**config.mk**
```make
export PLATFORM = sky130hd
export DESIGN_NAME = cl_ocl_top
export DESIGN_NICKNAME = d
export VERILOG_FILES = /design/src/axil_pkg.sv /design/src/cfg_pkg.sv /design/src/chan_flop_fifo.sv /design/src/axil_reg_slice.sv /design/src/ocl_slv.sv /design/src/tst_cfg_regs.sv /design/src/cl_ocl_top.sv
export SDC_FILE = /design/constraint.sdc
export NUM_CORES = 1
export LEC_CHECK = 0
export BUFFER_PORTS_ARGS = -buffer_cell sky130_fd_sc_hd__buf_4
export CORE_MARGIN = 3
export CORE_UTILIZATION = 60
export DETAILED_ROUTE_END_ITERATION = 7
export GPL_ROUTABILITY_DRIVEN = 1
export GPL_TIMING_DRIVEN = 0
export PLACE_DENSITY_LB_ADDON = 0.3
export SLEW_MARGIN = 25
export SYNTH_ARGS = -nofsm -noshare
export SYNTH_HDL_FRONTEND = slang
export SYNTH_SLANG_ARGS = --single-unit
```
**constraint.sdc**
```tcl
create_clock -name clk -period 6 [get_ports clk]
set_input_delay 1.5 -clock clk [delete_from_list [all_inputs] [get_ports clk]]
set_output_delay 1.5 -clock clk [all_outputs]
set_load 0.02 [all_outputs]
```
**src/axil_pkg.sv**
```systemverilog
package axil_pkg;

  // ------------------------------------------------------------
  // Slice sizing and response codes
  // ------------------------------------------------------------

  // Entries per channel FIFO in the register slice
  localparam int SLICE_DEPTH = 2;

  localparam logic [1:0] RESP_OKAY = 2'b00;

  // ------------------------------------------------------------
  // AXI-Lite channel payloads
  // ------------------------------------------------------------

  typedef struct packed {
    logic [31:0] addr;
  } axil_aw_t;

  typedef struct packed {
    logic [31:0] data;
    logic [3:0]  strb;
  } axil_w_t;

  typedef struct packed {
    logic [1:0] resp;
  } axil_b_t;

  typedef struct packed {
    logic [31:0] addr;
  } axil_ar_t;

  typedef struct packed {
    logic [31:0] data;
    logic [1:0]  resp;
  } axil_r_t;

endpackage

```
**src/cfg_pkg.sv**
```systemverilog
package cfg_pkg;

  // ------------------------------------------------------------
  // Slot map
  // ------------------------------------------------------------

  // Decoded slots, the last one has no block behind it
  localparam int NUM_TST = 4;

  // Slot index sits in address bits [15:8], 256B per slot
  localparam int SLOT_LSB = 8;
  localparam int SLOT_W   = 8;

  // Read data for slots without a block
  localparam logic [31:0] UNMAPPED_DATA = 32'hdead_beef;

  // ------------------------------------------------------------
  // Configuration bus
  // ------------------------------------------------------------

  // wr/rd are single-cycle pulses, the rest is held until the next request
  typedef struct packed {
    logic [31:0] addr;
    logic [31:0] wdata;
    logic [3:0]  wstrb;
    logic        wr;
    logic        rd;
  } cfg_req_t;

  // ack is a single-cycle pulse, rdata valid with it
  typedef struct packed {
    logic        ack;
    logic [31:0] rdata;
  } cfg_rsp_t;

endpackage

```
**src/chan_flop_fifo.sv**
```systemverilog
module chan_flop_fifo #(
  parameter type payload_t = logic
) (
  input  logic     clk,
  input  logic     sync_rst_n,
  input  payload_t in_data,
  input  logic     in_valid,
  output logic     in_ready,
  output payload_t out_data,
  output logic     out_valid,
  input  logic     out_ready
);

  payload_t                                       mem [axil_pkg::SLICE_DEPTH];
  logic [$clog2(axil_pkg::SLICE_DEPTH)-1:0]       wr_ptr;
  logic [$clog2(axil_pkg::SLICE_DEPTH)-1:0]       rd_ptr;
  logic [$clog2(axil_pkg::SLICE_DEPTH + 1)-1:0]   count;
  logic                                           push;
  logic                                           pop;

  assign push      = in_valid && in_ready;
  assign pop       = out_valid && out_ready;
  assign in_ready  = (count != axil_pkg::SLICE_DEPTH);
  assign out_valid = (count != '0);
  assign out_data  = mem[rd_ptr];

  // Entry storage
  always_ff @(posedge clk)
  begin
    if (push)
      mem[wr_ptr] <= in_data;
  end

  always_ff @(posedge clk)
  begin
    if (!sync_rst_n)
    begin
      wr_ptr <= '0;
      rd_ptr <= '0;
      count  <= '0;
    end
    else
    begin
      if (push)
        wr_ptr <= (wr_ptr == axil_pkg::SLICE_DEPTH - 1) ? '0 : wr_ptr + 1'b1;
      if (pop)
        rd_ptr <= (rd_ptr == axil_pkg::SLICE_DEPTH - 1) ? '0 : rd_ptr + 1'b1;
      if (push && !pop)
        count <= count + 1'b1;
      else if (pop && !push)
        count <= count - 1'b1;
    end
  end

  // Stalled head entry must not move
  a_hold_stable: assert property (@(posedge clk) disable iff (!sync_rst_n)
    out_valid && !out_ready |=> $stable(out_data));

endmodule

```
**src/axil_reg_slice.sv**
```systemverilog
module axil_reg_slice (
  input  logic               clk,
  input  logic               sync_rst_n,
  // Host side
  input  axil_pkg::axil_aw_t s_aw,
  input  logic               s_aw_valid,
  output logic               s_aw_ready,
  input  axil_pkg::axil_w_t  s_w,
  input  logic               s_w_valid,
  output logic               s_w_ready,
  output axil_pkg::axil_b_t  s_b,
  output logic               s_b_valid,
  input  logic               s_b_ready,
  input  axil_pkg::axil_ar_t s_ar,
  input  logic               s_ar_valid,
  output logic               s_ar_ready,
  output axil_pkg::axil_r_t  s_r,
  output logic               s_r_valid,
  input  logic               s_r_ready,
  // Slave side
  output axil_pkg::axil_aw_t m_aw,
  output logic               m_aw_valid,
  input  logic               m_aw_ready,
  output axil_pkg::axil_w_t  m_w,
  output logic               m_w_valid,
  input  logic               m_w_ready,
  input  axil_pkg::axil_b_t  m_b,
  input  logic               m_b_valid,
  output logic               m_b_ready,
  output axil_pkg::axil_ar_t m_ar,
  output logic               m_ar_valid,
  input  logic               m_ar_ready,
  input  axil_pkg::axil_r_t  m_r,
  input  logic               m_r_valid,
  output logic               m_r_ready
);

  // Request channels, host to slave
  chan_flop_fifo #(.payload_t(axil_pkg::axil_aw_t)) u_aw_fifo (
    .clk, .sync_rst_n,
    .in_data(s_aw), .in_valid(s_aw_valid), .in_ready(s_aw_ready),
    .out_data(m_aw), .out_valid(m_aw_valid), .out_ready(m_aw_ready)
  );

  chan_flop_fifo #(.payload_t(axil_pkg::axil_w_t)) u_w_fifo (
    .clk, .sync_rst_n,
    .in_data(s_w), .in_valid(s_w_valid), .in_ready(s_w_ready),
    .out_data(m_w), .out_valid(m_w_valid), .out_ready(m_w_ready)
  );

  chan_flop_fifo #(.payload_t(axil_pkg::axil_ar_t)) u_ar_fifo (
    .clk, .sync_rst_n,
    .in_data(s_ar), .in_valid(s_ar_valid), .in_ready(s_ar_ready),
    .out_data(m_ar), .out_valid(m_ar_valid), .out_ready(m_ar_ready)
  );

  // Response channels, slave back to host
  chan_flop_fifo #(.payload_t(axil_pkg::axil_b_t)) u_b_fifo (
    .clk, .sync_rst_n,
    .in_data(m_b), .in_valid(m_b_valid), .in_ready(m_b_ready),
    .out_data(s_b), .out_valid(s_b_valid), .out_ready(s_b_ready)
  );

  chan_flop_fifo #(.payload_t(axil_pkg::axil_r_t)) u_r_fifo (
    .clk, .sync_rst_n,
    .in_data(m_r), .in_valid(m_r_valid), .in_ready(m_r_ready),
    .out_data(s_r), .out_valid(s_r_valid), .out_ready(s_r_ready)
  );

endmodule

```
**src/ocl_slv.sv**
```systemverilog
module ocl_slv (
  input  logic               clk,
  input  logic               sync_rst_n,
  input  axil_pkg::axil_aw_t aw,
  input  logic               aw_valid,
  output logic               aw_ready,
  input  axil_pkg::axil_w_t  w,
  input  logic               w_valid,
  output logic               w_ready,
  input  axil_pkg::axil_ar_t ar,
  input  logic               ar_valid,
  output logic               ar_ready,
  output axil_pkg::axil_b_t  b,
  output logic               b_valid,
  input  logic               b_ready,
  output axil_pkg::axil_r_t  r,
  output logic               r_valid,
  input  logic               r_ready,
  output cfg_pkg::cfg_req_t  cfg_req [cfg_pkg::NUM_TST],
  input  cfg_pkg::cfg_rsp_t  cfg_rsp [cfg_pkg::NUM_TST]
);

  typedef enum logic [1:0] {
    ST_IDLE,
    ST_WR_ADDR,
    ST_CYC,
    ST_RESP
  } slv_state_t;

  slv_state_t                   state;
  slv_state_t                   state_nxt;
  logic                         cyc_wr;
  logic [31:0]                  req_addr;
  logic [cfg_pkg::SLOT_W-1:0]   slot_sel;
  logic                         req_valid;
  logic                         rsp_ready;
  logic                         req_fire;
  logic                         did_req;
  logic                         sel_ack;
  logic [31:0]                  sel_rdata;
  logic                         cyc_done;
  logic [31:0]                  rdata_q;
  logic [31:0]                  slot_addr  [cfg_pkg::NUM_TST];
  logic [31:0]                  slot_wdata [cfg_pkg::NUM_TST];
  logic [3:0]                   slot_wstrb [cfg_pkg::NUM_TST];
  logic [cfg_pkg::NUM_TST-1:0]  slot_wr;
  logic [cfg_pkg::NUM_TST-1:0]  slot_rd;

  // Write data must be present before a write cycle goes out
  assign req_valid = cyc_wr ? w_valid : 1'b1;
  assign rsp_ready = cyc_wr ? b_ready : r_ready;
  assign slot_sel  = req_addr[cfg_pkg::SLOT_LSB +: cfg_pkg::SLOT_W];
  assign req_fire  = (state == ST_CYC) && req_valid && !did_req;

  // ------------------------------------------------------------
  // Arbitration and state machine
  // ------------------------------------------------------------

  // Writes win over reads
  always_ff @(posedge clk)
  begin
    if (!sync_rst_n)
      cyc_wr <= 1'b0;
    else if (state == ST_IDLE)
      cyc_wr <= aw_valid;
  end

  always_ff @(posedge clk)
  begin
    if ((state == ST_IDLE) && (aw_valid || ar_valid))
      req_addr <= aw_valid ? aw.addr : ar.addr;
  end

  always_comb
  begin
    state_nxt = state;
    case (state)
      ST_IDLE:
      begin
        if (aw_valid)
          state_nxt = ST_WR_ADDR;
        else if (ar_valid)
          state_nxt = ST_CYC;
      end
      ST_WR_ADDR:
        state_nxt = ST_CYC;
      ST_CYC:
      begin
        if (cyc_done)
          state_nxt = ST_RESP;
      end
      ST_RESP:
      begin
        if (rsp_ready)
          state_nxt = ST_IDLE;
      end
      default:
        state_nxt = ST_IDLE;
    endcase
  end

  always_ff @(posedge clk)
  begin
    if (!sync_rst_n)
      state <= ST_IDLE;
    else
      state <= state_nxt;
  end

  // ------------------------------------------------------------
  // Slot cycles
  // ------------------------------------------------------------

  // Empty slots finish at once with the unmapped pattern
  always_comb
  begin
    sel_ack   = 1'b1;
    sel_rdata = cfg_pkg::UNMAPPED_DATA;
    for (int i = 0; i < cfg_pkg::NUM_TST; i++)
    begin
      if (slot_sel == i)
      begin
        sel_ack   = cfg_rsp[i].ack;
        sel_rdata = cfg_rsp[i].rdata;
      end
    end
  end

  assign cyc_done = req_valid && sel_ack;

  // One request per access
  always_ff @(posedge clk)
  begin
    if (!sync_rst_n)
      did_req <= 1'b0;
    else if (state == ST_IDLE)
      did_req <= 1'b0;
    else if (req_fire)
      did_req <= 1'b1;
  end

  // Per-slot copies of the request, flopped for timing
  always_ff @(posedge clk)
  begin
    if (req_fire)
    begin
      for (int i = 0; i < cfg_pkg::NUM_TST; i++)
      begin
        slot_addr[i]  <= req_addr;
        slot_wdata[i] <= w.data;
        slot_wstrb[i] <= w.strb;
      end
    end
  end

  always_ff @(posedge clk)
  begin
    if (!sync_rst_n)
    begin
      slot_wr <= '0;
      slot_rd <= '0;
    end
    else
    begin
      for (int i = 0; i < cfg_pkg::NUM_TST; i++)
      begin
        slot_wr[i] <= req_fire && cyc_wr && (slot_sel == i);
        slot_rd[i] <= req_fire && !cyc_wr && (slot_sel == i);
      end
    end
  end

  always_comb
  begin
    for (int i = 0; i < cfg_pkg::NUM_TST; i++)
    begin
      cfg_req[i].addr  = slot_addr[i];
      cfg_req[i].wdata = slot_wdata[i];
      cfg_req[i].wstrb = slot_wstrb[i];
      cfg_req[i].wr    = slot_wr[i];
      cfg_req[i].rd    = slot_rd[i];
    end
  end

  always_ff @(posedge clk)
  begin
    if ((state == ST_CYC) && cyc_done)
      rdata_q <= sel_rdata;
  end

  // ------------------------------------------------------------
  // AXI handshakes
  // ------------------------------------------------------------

  always_ff @(posedge clk)
  begin
    if (!sync_rst_n)
    begin
      aw_ready <= 1'b0;
      w_ready  <= 1'b0;
      ar_ready <= 1'b0;
    end
    else
    begin
      aw_ready <= (state_nxt == ST_WR_ADDR);
      w_ready  <= (state == ST_CYC) && (state_nxt != ST_CYC) && cyc_wr;
      ar_ready <= (state == ST_CYC) && (state_nxt != ST_CYC) && !cyc_wr;
    end
  end

  assign b_valid = (state == ST_RESP) && cyc_wr;
  assign b.resp  = axil_pkg::RESP_OKAY;
  assign r_valid = (state == ST_RESP) && !cyc_wr;
  assign r.data  = rdata_q;
  assign r.resp  = axil_pkg::RESP_OKAY;

  a_wr_rd_excl: assert property (@(posedge clk) disable iff (!sync_rst_n)
    !((|slot_wr) && (|slot_rd)));

  a_slot_onehot: assert property (@(posedge clk) disable iff (!sync_rst_n)
    $onehot0(slot_wr) && $onehot0(slot_rd));

  a_rsp_excl: assert property (@(posedge clk) disable iff (!sync_rst_n)
    !(b_valid && r_valid));

endmodule

```
**src/tst_cfg_regs.sv**
```systemverilog
module tst_cfg_regs #(
  parameter logic [31:0] BLOCK_ID  = 32'h0,
  parameter int          ACK_DELAY = 1
) (
  input  logic              clk,
  input  logic              sync_rst_n,
  input  cfg_pkg::cfg_req_t req,
  output cfg_pkg::cfg_rsp_t rsp
);

  logic [5:0]  offset;
  logic [31:0] scratch [4];
  logic [31:0] rd_val;
  logic [31:0] rdata_q;
  logic [7:0]  ack_cnt;

  // Word offset within the 256B slot
  assign offset = req.addr[7:2];

  // Offset 0 is the id, 1 to 4 scratch, rest read as zero
  always_comb
  begin
    rd_val = '0;
    if (offset == 6'd0)
      rd_val = BLOCK_ID;
    for (int i = 0; i < 4; i++)
    begin
      if (offset == 6'(i + 1))
        rd_val = scratch[i];
    end
  end

  always_ff @(posedge clk)
  begin
    if (!sync_rst_n)
      scratch <= '{default: '0};
    else if (req.wr)
    begin
      for (int i = 0; i < 4; i++)
        for (int j = 0; j < 4; j++)
          if ((offset == 6'(i + 1)) && req.wstrb[j])
            scratch[i][8*j +: 8] <= req.wdata[8*j +: 8];
    end
  end

  always_ff @(posedge clk)
  begin
    if (req.rd || req.wr)
      rdata_q <= rd_val;
  end

  // Ack countdown, fires when the count reaches one
  always_ff @(posedge clk)
  begin
    if (!sync_rst_n)
      ack_cnt <= '0;
    else if (req.rd || req.wr)
      ack_cnt <= ACK_DELAY[7:0];
    else if (ack_cnt != '0)
      ack_cnt <= ack_cnt - 8'd1;
  end

  assign rsp.ack   = (ack_cnt == 8'd1);
  assign rsp.rdata = rdata_q;

  a_no_overlap: assert property (@(posedge clk) disable iff (!sync_rst_n)
    (req.wr || req.rd) |-> (ack_cnt == '0));

endmodule

```
**src/cl_ocl_top.sv**
```systemverilog
module cl_ocl_top (
  input  logic               clk,
  input  logic               sync_rst_n,
  input  axil_pkg::axil_aw_t s_aw,
  input  logic               s_aw_valid,
  output logic               s_aw_ready,
  input  axil_pkg::axil_w_t  s_w,
  input  logic               s_w_valid,
  output logic               s_w_ready,
  output axil_pkg::axil_b_t  s_b,
  output logic               s_b_valid,
  input  logic               s_b_ready,
  input  axil_pkg::axil_ar_t s_ar,
  input  logic               s_ar_valid,
  output logic               s_ar_ready,
  output axil_pkg::axil_r_t  s_r,
  output logic               s_r_valid,
  input  logic               s_r_ready
);

  // Slave side of the register slice
  axil_pkg::axil_aw_t m_aw;
  logic               m_aw_valid;
  logic               m_aw_ready;
  axil_pkg::axil_w_t  m_w;
  logic               m_w_valid;
  logic               m_w_ready;
  axil_pkg::axil_b_t  m_b;
  logic               m_b_valid;
  logic               m_b_ready;
  axil_pkg::axil_ar_t m_ar;
  logic               m_ar_valid;
  logic               m_ar_ready;
  axil_pkg::axil_r_t  m_r;
  logic               m_r_valid;
  logic               m_r_ready;

  cfg_pkg::cfg_req_t  cfg_req [cfg_pkg::NUM_TST];
  cfg_pkg::cfg_rsp_t  cfg_rsp [cfg_pkg::NUM_TST];

  axil_reg_slice u_slice (.*);

  ocl_slv u_slv (
    .clk, .sync_rst_n,
    .aw(m_aw), .aw_valid(m_aw_valid), .aw_ready(m_aw_ready),
    .w(m_w), .w_valid(m_w_valid), .w_ready(m_w_ready),
    .ar(m_ar), .ar_valid(m_ar_valid), .ar_ready(m_ar_ready),
    .b(m_b), .b_valid(m_b_valid), .b_ready(m_b_ready),
    .r(m_r), .r_valid(m_r_valid), .r_ready(m_r_ready),
    .cfg_req, .cfg_rsp
  );

  tst_cfg_regs #(.BLOCK_ID(32'h7e57_0000), .ACK_DELAY(1)) u_tst0 (
    .clk, .sync_rst_n, .req(cfg_req[0]), .rsp(cfg_rsp[0])
  );

  tst_cfg_regs #(.BLOCK_ID(32'h7e57_0001), .ACK_DELAY(3)) u_tst1 (
    .clk, .sync_rst_n, .req(cfg_req[1]), .rsp(cfg_rsp[1])
  );

  tst_cfg_regs #(.BLOCK_ID(32'h7e57_0002), .ACK_DELAY(6)) u_tst2 (
    .clk, .sync_rst_n, .req(cfg_req[2]), .rsp(cfg_rsp[2])
  );

  // Slot 3 is empty and answers at once like any unmapped slot
  assign cfg_rsp[3] = '{ack: 1'b1, rdata: cfg_pkg::UNMAPPED_DATA};

endmodule

```
==> results of run 1 <==
## through the flow
stage	total power, W	setup slack, ns	std cells	setup TNS [ns]	util [%]
after global routing	0.0149	2.06	3996	0	69.0
after global placement	0.00936	-0.0947	3836	-2.87	64.0
after floorplan	0.00846	1.84	3034	0	-
after detailed placement	0.00949	2.17	3846	0	64.2
final	0.0144	2.20	3997	0	69.0
after CTS	0.0144	2.09	3996	0	69.0
## cells in the final DEF (no fill, tap or decap), types with 10 or more instances in the layout
master       n
nor2b_1     16
inv_1       14
clkinv_2    10
buf_4      114
nor3_1      14
a21o_1      35
a21oi_1    359
clkbuf_16   86
buf_2       29
nand3_4     20
a22oi_1     61
buf_1       12
o22ai_1     24
buf_6       10
nand2_1    597
xor2_1      23
xnor2_1     11
nor2_1     197
a211oi_1    15
mux2_2     153
clkbuf_1   182
o21ai_0    204
mux2i_1    155
clkbuf_8    11
nand3_1     21
edfxtp_1   376
ha_1        14
dfxtp_1    443
## area by class of cell
cell class	count	share of cell area, %
antenna	1	0.00672
buffer	209	2.54
clock buffer	126	6.48
clock inverter	24	0.497
inverter	18	0.181
multi-input combinational	1988	31.4
sequential	819	54.2
tap	696	2.34
timing repair buffer	116	2.41
## path summary, 6_finish.rpt
kind	start	cells after the start	end
min	u_slv.req_addr[6]$_DFFE_PP_	0	u_slv.slot_addr[1][6]$_DFFE_PP_
max reg2reg	u_slv.req_addr[11]$_DFFE_PP_	5	u_slv.rdata_q[25]$_SDFFCE_PN1P_
max	flop	4	s_r[26]
min reg2reg	u_slv.req_addr[6]$_DFFE_PP_	0	u_slv.slot_addr[1][6]$_DFFE_PP_
## power by group through the flow
stage | logic (W) | clock network (W) | registers [W]
floorplan | 0.00177 | 0 | 0.00668
global placement | 0.00260 | 0 | 0.00676
detailed placement | 0.00272 | 0 | 0.00677
CTS | 0.00274 | 0.00501 | 0.00665
global route | 0.00297 | 0.00524 | 0.00670
finish | 0.00278 | 0.00497 | 0.00666
## flip-flops by register name (all words and copies together) (netlist names), 4 cells and up, named ones only
register               count
u_slice.u_ar_fifo.mem     28
u_slice.u_aw_fifo.mem     28
u_slice.u_r_fifo.mem      64
u_slice.u_w_fifo.mem      72
u_slv.rdata_q             32
u_slv.req_addr            14
u_slv.slot_addr            6
u_slv.slot_wdata          32
u_slv.slot_wstrb           4
u_tst0.ack_cnt             8
u_tst0.rdata_q            32
u_tst0.scratch           128
u_tst1.ack_cnt             8
u_tst1.rdata_q            32
u_tst1.scratch           128
u_tst2.ack_cnt             8
u_tst2.rdata_q            32
u_tst2.scratch           128
## per-layer routing
| layer | share of wire [%] | wire length [µm] |
|---|---|---|
| met2 | 45 | 40100 |
| met3 | 10 | 9000 |
| met4 | 4.2 | 3700 |
| met1 | 40 | 35800 |
| met5 | 0 | 0 |
## worst max-delay path, stage by stage (launching register included)
cell,delay (ns)
dfxtp_1,0.32
clkbuf_1,0.31
buf_1,0.47
mux2_2,0.42
buf_4,0.16
## cells by family after synthesis
group / share of synthesized area [%]
buffers and inverters: 3.08
multiplexers: 9.98
flip-flops: 61.4
AND/OR/NAND/NOR: 12.2
XOR/XNOR: 0.907
adder cells (fa/ha/maj): 0.534
other: 0.0114
AO/OA/AOI/OAI: 11.9
==> results.md, run 1 <==
* Status: complete, no violations
* Count of final hold-check violations at 0
* Largest net degree at the start of global routing at 44
* Post-CTS Setup Bufs at 0
* Synth top area share at 34.4%
* Final period util at 63.3%
* DRC viols at 0
* Final nets at 3354
* Final worst clock skew at 0.0233 ns
* Clock slew at reported path FFs at 0.06 ns
* Drt initial violations at 2619
* Area contributors post-synth: edfxtp_1 34%, dfxtp_1 27%, nand2_1 6.8%, a21oi_1 5.5%, mux2_2 5.2%
* Vias in the first global route at 23200
* Final WL at 88600 µm
* Post-route design area at 0.0372 mm²
* Critical path peak fanout at 10
* Sequential share of the synthesized area at 61.4%
* First-pass GRT wire length at 134000 µm
* Critical path data required time at 4.50 ns
* CTS Hold Bufs at 0
* Clock network power share at 34.5%
* Syn-to-layout area delta at 13.4%
* Gpl congestion at 0.973
* CTS tree: yes
* Dpl hpwl at 63400 µm
* CTS Root Buffer Type: clkbuf_16
* Placed cell area at 0.0346 mm²
* Multi-input gate area at 0.0117 mm²
* Initial Utilization at 60.9%
* Total of max-cap violations at 0
* Most used routing layer: met2
* Syn Area/Cell at 10.8 µm²
* Remaining antenna violation count at 0
* Unrepaired setup endpoints after global routing: false
* Prevailing post-synth register cell: dfxtp_1
* Register area at 0.0202 mm²
* Met3 Track Usage GR at 5.84%
* Switching share of power at 29.8%
* Logic pwr share at 19.3%
* NetSw at 0.00430 W
* TritonRoute pass-1 iters at 6
* Reg power frac at 46.2%
* CTS sink cnt at 819
* Core Region at 0.0539 mm²
* Post-synth cell types at 52
* Cts bufs inserted at 81
* Slew Limit Fails at 0
* Most common cell in the netlist: nand2_1
* H-tree Lvls at 3
* EDFF count, synth at 376
* Peak VDD IR at 0.000274 V
* Die H at 240 µm
* Total gr overflow at 0
* Pwr/cell area at 387 mW/mm²
* Met2 Resource Use GR at 47.4%
* Met1 Use GR at 42.4%
* Asr flop ratio synth at 0%
* Hold_ws at 0.417 ns
* Mapped Area at 0.0328 mm²
* Post-CTS resize count at 0
* Critical path class: flop to output port
* Fmax at 263 MHz
* Arrival time worst endpoint at 2.30 ns
* Share of layout cells above drive strength 1 at 14.3%
* Die Wd at 240 µm
* Syn Inst Count at 3031
* Internal power at 0.0101 W
* Drt wl/cell at 22.2 µm
* CTS Buffer Depth at 3
* # IOs at 148
* Synth cell count leaders: 597 x nand2_1, 443 x dfxtp_1, 376 x edfxtp_1, 359 x a21oi_1, 204 x o21ai_0
* FILL cells at 3866
* CP Capture Type: output port
* # rows at 85
* Slew HR at 24.9%
* GRT Total Usage at 30.6%
* Seq cells post-synth at 819
* Shortest clock period the worst path allows after layout at 3.80 ns
* Total number of yosys warnings at 0
* Clock insertion delay at the later pin of the skew report at 0.63 ns
* Port Buffers at 106
* Hold Path Class: flop to flop
* Leakage power at 13.0 nW
* Slew @ Worst Pin at 1.13 ns
* Initial antenna violation count at 1
* Setup violators final at 0
* Reg2reg setup slack at 2.80 ns
* Vias at 24200
* Routed vias/inst at 6.05
* DIE AREA at 0.0575 mm²
* Startpoint Class: flop
* Yosys top cell by area: edfxtp_1
No activity file was read; power rests on OpenSTA's default activity.
==> run 2: changes to the inputs <==
==> constraint.sdc (replaced) <==
create_clock -name clk -period 3.9 [get_ports clk]
set_input_delay 0.975 -clock clk [delete_from_list [all_inputs] [get_ports clk]]
set_output_delay 0.975 -clock clk [all_outputs]
set_load 0.02 [all_outputs]
==> run 2 against run 1 <==
Die area is the same. Count of clock-buffer cells in the layout shrank 13. Global-route usage is essentially flat. Non-clock buffer count shrank 2. Largest power group unchanged.
==> results.md, run 2 (synthesis results as in run 1) <==
* Status: complete, no violations
* DRC viols at 0 (unchanged)
* Remaining antenna violation count at 0 (unchanged)
* First-pass GRT wire length at 133000 µm (-0.35%)
* CTS Hold Bufs at 0 (unchanged)
* Final period util at 84.4%
* Drt initial violations at 2964 (+13%)
* TritonRoute pass-1 iters at 6 (unchanged)
* Reg2reg setup slack at 0.61 ns (-2.19 ns)
* Commonest non-fill, non-tap cells in the layout: 597 x nand2_1, 443 x dfxtp_1, 376 x edfxtp_1, 359 x a21oi_1, 204 x o21ai_0
* Arrival time worst endpoint at 3.53 ns (+1.23 ns)
* Clock insertion delay at the later pin of the skew report at 0.63 ns (about the same)
* Reg power frac at 46.3% (about the same)
* Pwr/cell area at 594 mW/mm² (+54%)
* Critical path class: flop to flop
* Setup WS post-layout at 0.609 ns (-1.59 ns)
* Initial Utilization at 60.9% (unchanged)
* Total gr overflow at 0 (unchanged)
* Hold depth at 0 (unchanged)
* CTS sink cnt at 819 (unchanged)
* Power Total at 0.0221 W (+54%)
* # rows at 85 (unchanged)
* Routed vias/inst at 6.01 (-0.82%)
* Final worst clock skew at 0.0266 ns (+0.00332 ns)
* Slew Limit Fails at 0 (unchanged)
* Setup TNS at 0 ns (unchanged)
* Unrepaired setup endpoints after global routing: false
* Vias in the first global route at 23100 (-0.81%)
* Die H at 240 µm (unchanged)
* DIE AREA at 0.0575 mm² (unchanged)
* Reg2Reg Depth at 5 (unchanged)
* # IOs at 148 (unchanged)
* Dpl hpwl at 64000 µm (+1.1%)
* Critical path data required time at 4.14 ns (-0.36 ns)
* Slew HR at 27.2% (+2.3 points)
* Startpoint Class: flop
* Largest regs: u_tst0.scratch (128), u_tst1.scratch (128), u_tst2.scratch (128)
* Gpl congestion at 0.958 (-1.5%)
* Syn-to-layout area delta at 13.4% (about the same)
* GRT Total Usage at 30.6% (-0.049 points)
* NetSw at 0.00661 W (+54%)
* Post-CTS Setup Bufs at 0 (unchanged)
* Final WL at 88400 µm (-0.18%)
* Slew @ Worst Pin at 1.09 ns (-0.0349 ns)
* Initial antenna violation count at 0 (-1)
* Cts bufs inserted at 81 (unchanged)
* CP Capture Type: flop
* Most common cell after layout, fill and taps aside: nand2_1
* Final nets at 3352 (-0.060%)
* CTS Root Buffer Type: clkbuf_16
* Clock slew at reported path FFs at 0.06 ns (about the same)
* Hold Path Class: flop to flop
* Setup violators final at 0 (unchanged)
* CTS Buffer Depth at 3 (unchanged)
* Shortest clock period the worst path allows after layout at 3.29 ns
* Critical path peak fanout at 32 (+22)
* Switching share of power at 29.8% (+0.033 points)
* CTS tree: yes
* Count of final hold-check violations at 0 (unchanged)
* Post-CTS resize count at 0 (unchanged)
* Die Wd at 240 µm (unchanged)
* Setup WS pre-CTS at 0.609 ns (-1.56 ns)
* Drt wl/cell at 22.1 µm (-0.10%)
* Clock network power share at 34.3% (-0.2 points)
* H-tree Lvls at 3 (unchanged)
* N_diodes at 0 (-1)
* Share of layout cells above drive strength 1 at 14.4% (+0.069 points)
* Core Region at 0.0539 mm² (unchanged)
* Fmax at 304 MHz
* Largest net degree at the start of global routing at 44 (unchanged)
* Peak VDD IR at 0.000408 V (+49%)
* Internal power at 0.0155 W (+53%)
* Port Buffers at 106 (unchanged)
* Vias at 24000 (-0.89%)
* Total of max-cap violations at 0 (unchanged)
* Logic pwr share at 19.4% (about the same)
* Leakage power at 13.0 nW (about the same)
==> run 2: power by group through the flow <==
stage | clock, W | combinational [W] | sequential (W)
floorplan | 0 | 0.00273 | 0.0103
global placement | 0 | 0.00401 | 0.0104
detailed placement | 0 | 0.00420 | 0.0104
CTS | 0.00765 | 0.00423 | 0.0102
global route | 0.00799 | 0.00459 | 0.0103
finish | 0.00759 | 0.00429 | 0.0102
==> run 2: layout make-up <==
cell class	instances	area, µm²
clock inverters	37	262
well taps	696	871
plain buffers	209	946
clock buffers	113	2320
flip-flops and latches	819	20200
fillers	3897	16700
repair buffers	114	905
multi-input cells	1988	11700
inverters	18	67.6
==> run 2: metrics by stage <==
step	util, %	std cells	hold slack (ns)	instance area [µm²]
5_1_grt	69.0	3994	0.423	37200
2_1_floorplan	-	3034	0.400	32800
3_5_place_dp	64.2	3843	0.405	34600
4_1_cts	69.0	3993	0.419	37200
6_report	69.0	3994	0.412	37200
3_3_place_gp	64.0	3836	0.408	34500
==> run 2: worst paths after layout <==
path / start / end
min: u_slv.req_addr[2]$_DFFE_PP_ / u_slv.slot_addr[1][2]$_DFFE_PP_
max: u_slv.req_addr[11]$_DFFE_PP_ / u_slv.rdata_q[12]$_SDFFCE_PN1P_
max reg2reg: u_slv.req_addr[11]$_DFFE_PP_ / u_slv.rdata_q[12]$_SDFFCE_PN1P_
min reg2reg: u_slv.req_addr[2]$_DFFE_PP_ / u_slv.slot_addr[1][2]$_DFFE_PP_
==> run 2: layer usage <==
layer / global-route usage [%] / wire length (µm) / vias up
met2: 47.8 / 40000 / 1172
met4: 12.6 / 3540 / 0
met1: 42.7 / 36800 / 11500
met5: 0 / 0 / -
li1: - / - / 11100
met3: 5.31 / 8120 / 218
==> run 2: worst max-delay path: stages (launching register included) <==
cell and delay [ns]:
edfxtp_1 0.36, nor4_1 0.76, nand2_1 0.25, a311o_1 0.39
a31oi_1 0.64, inv_2 0.49
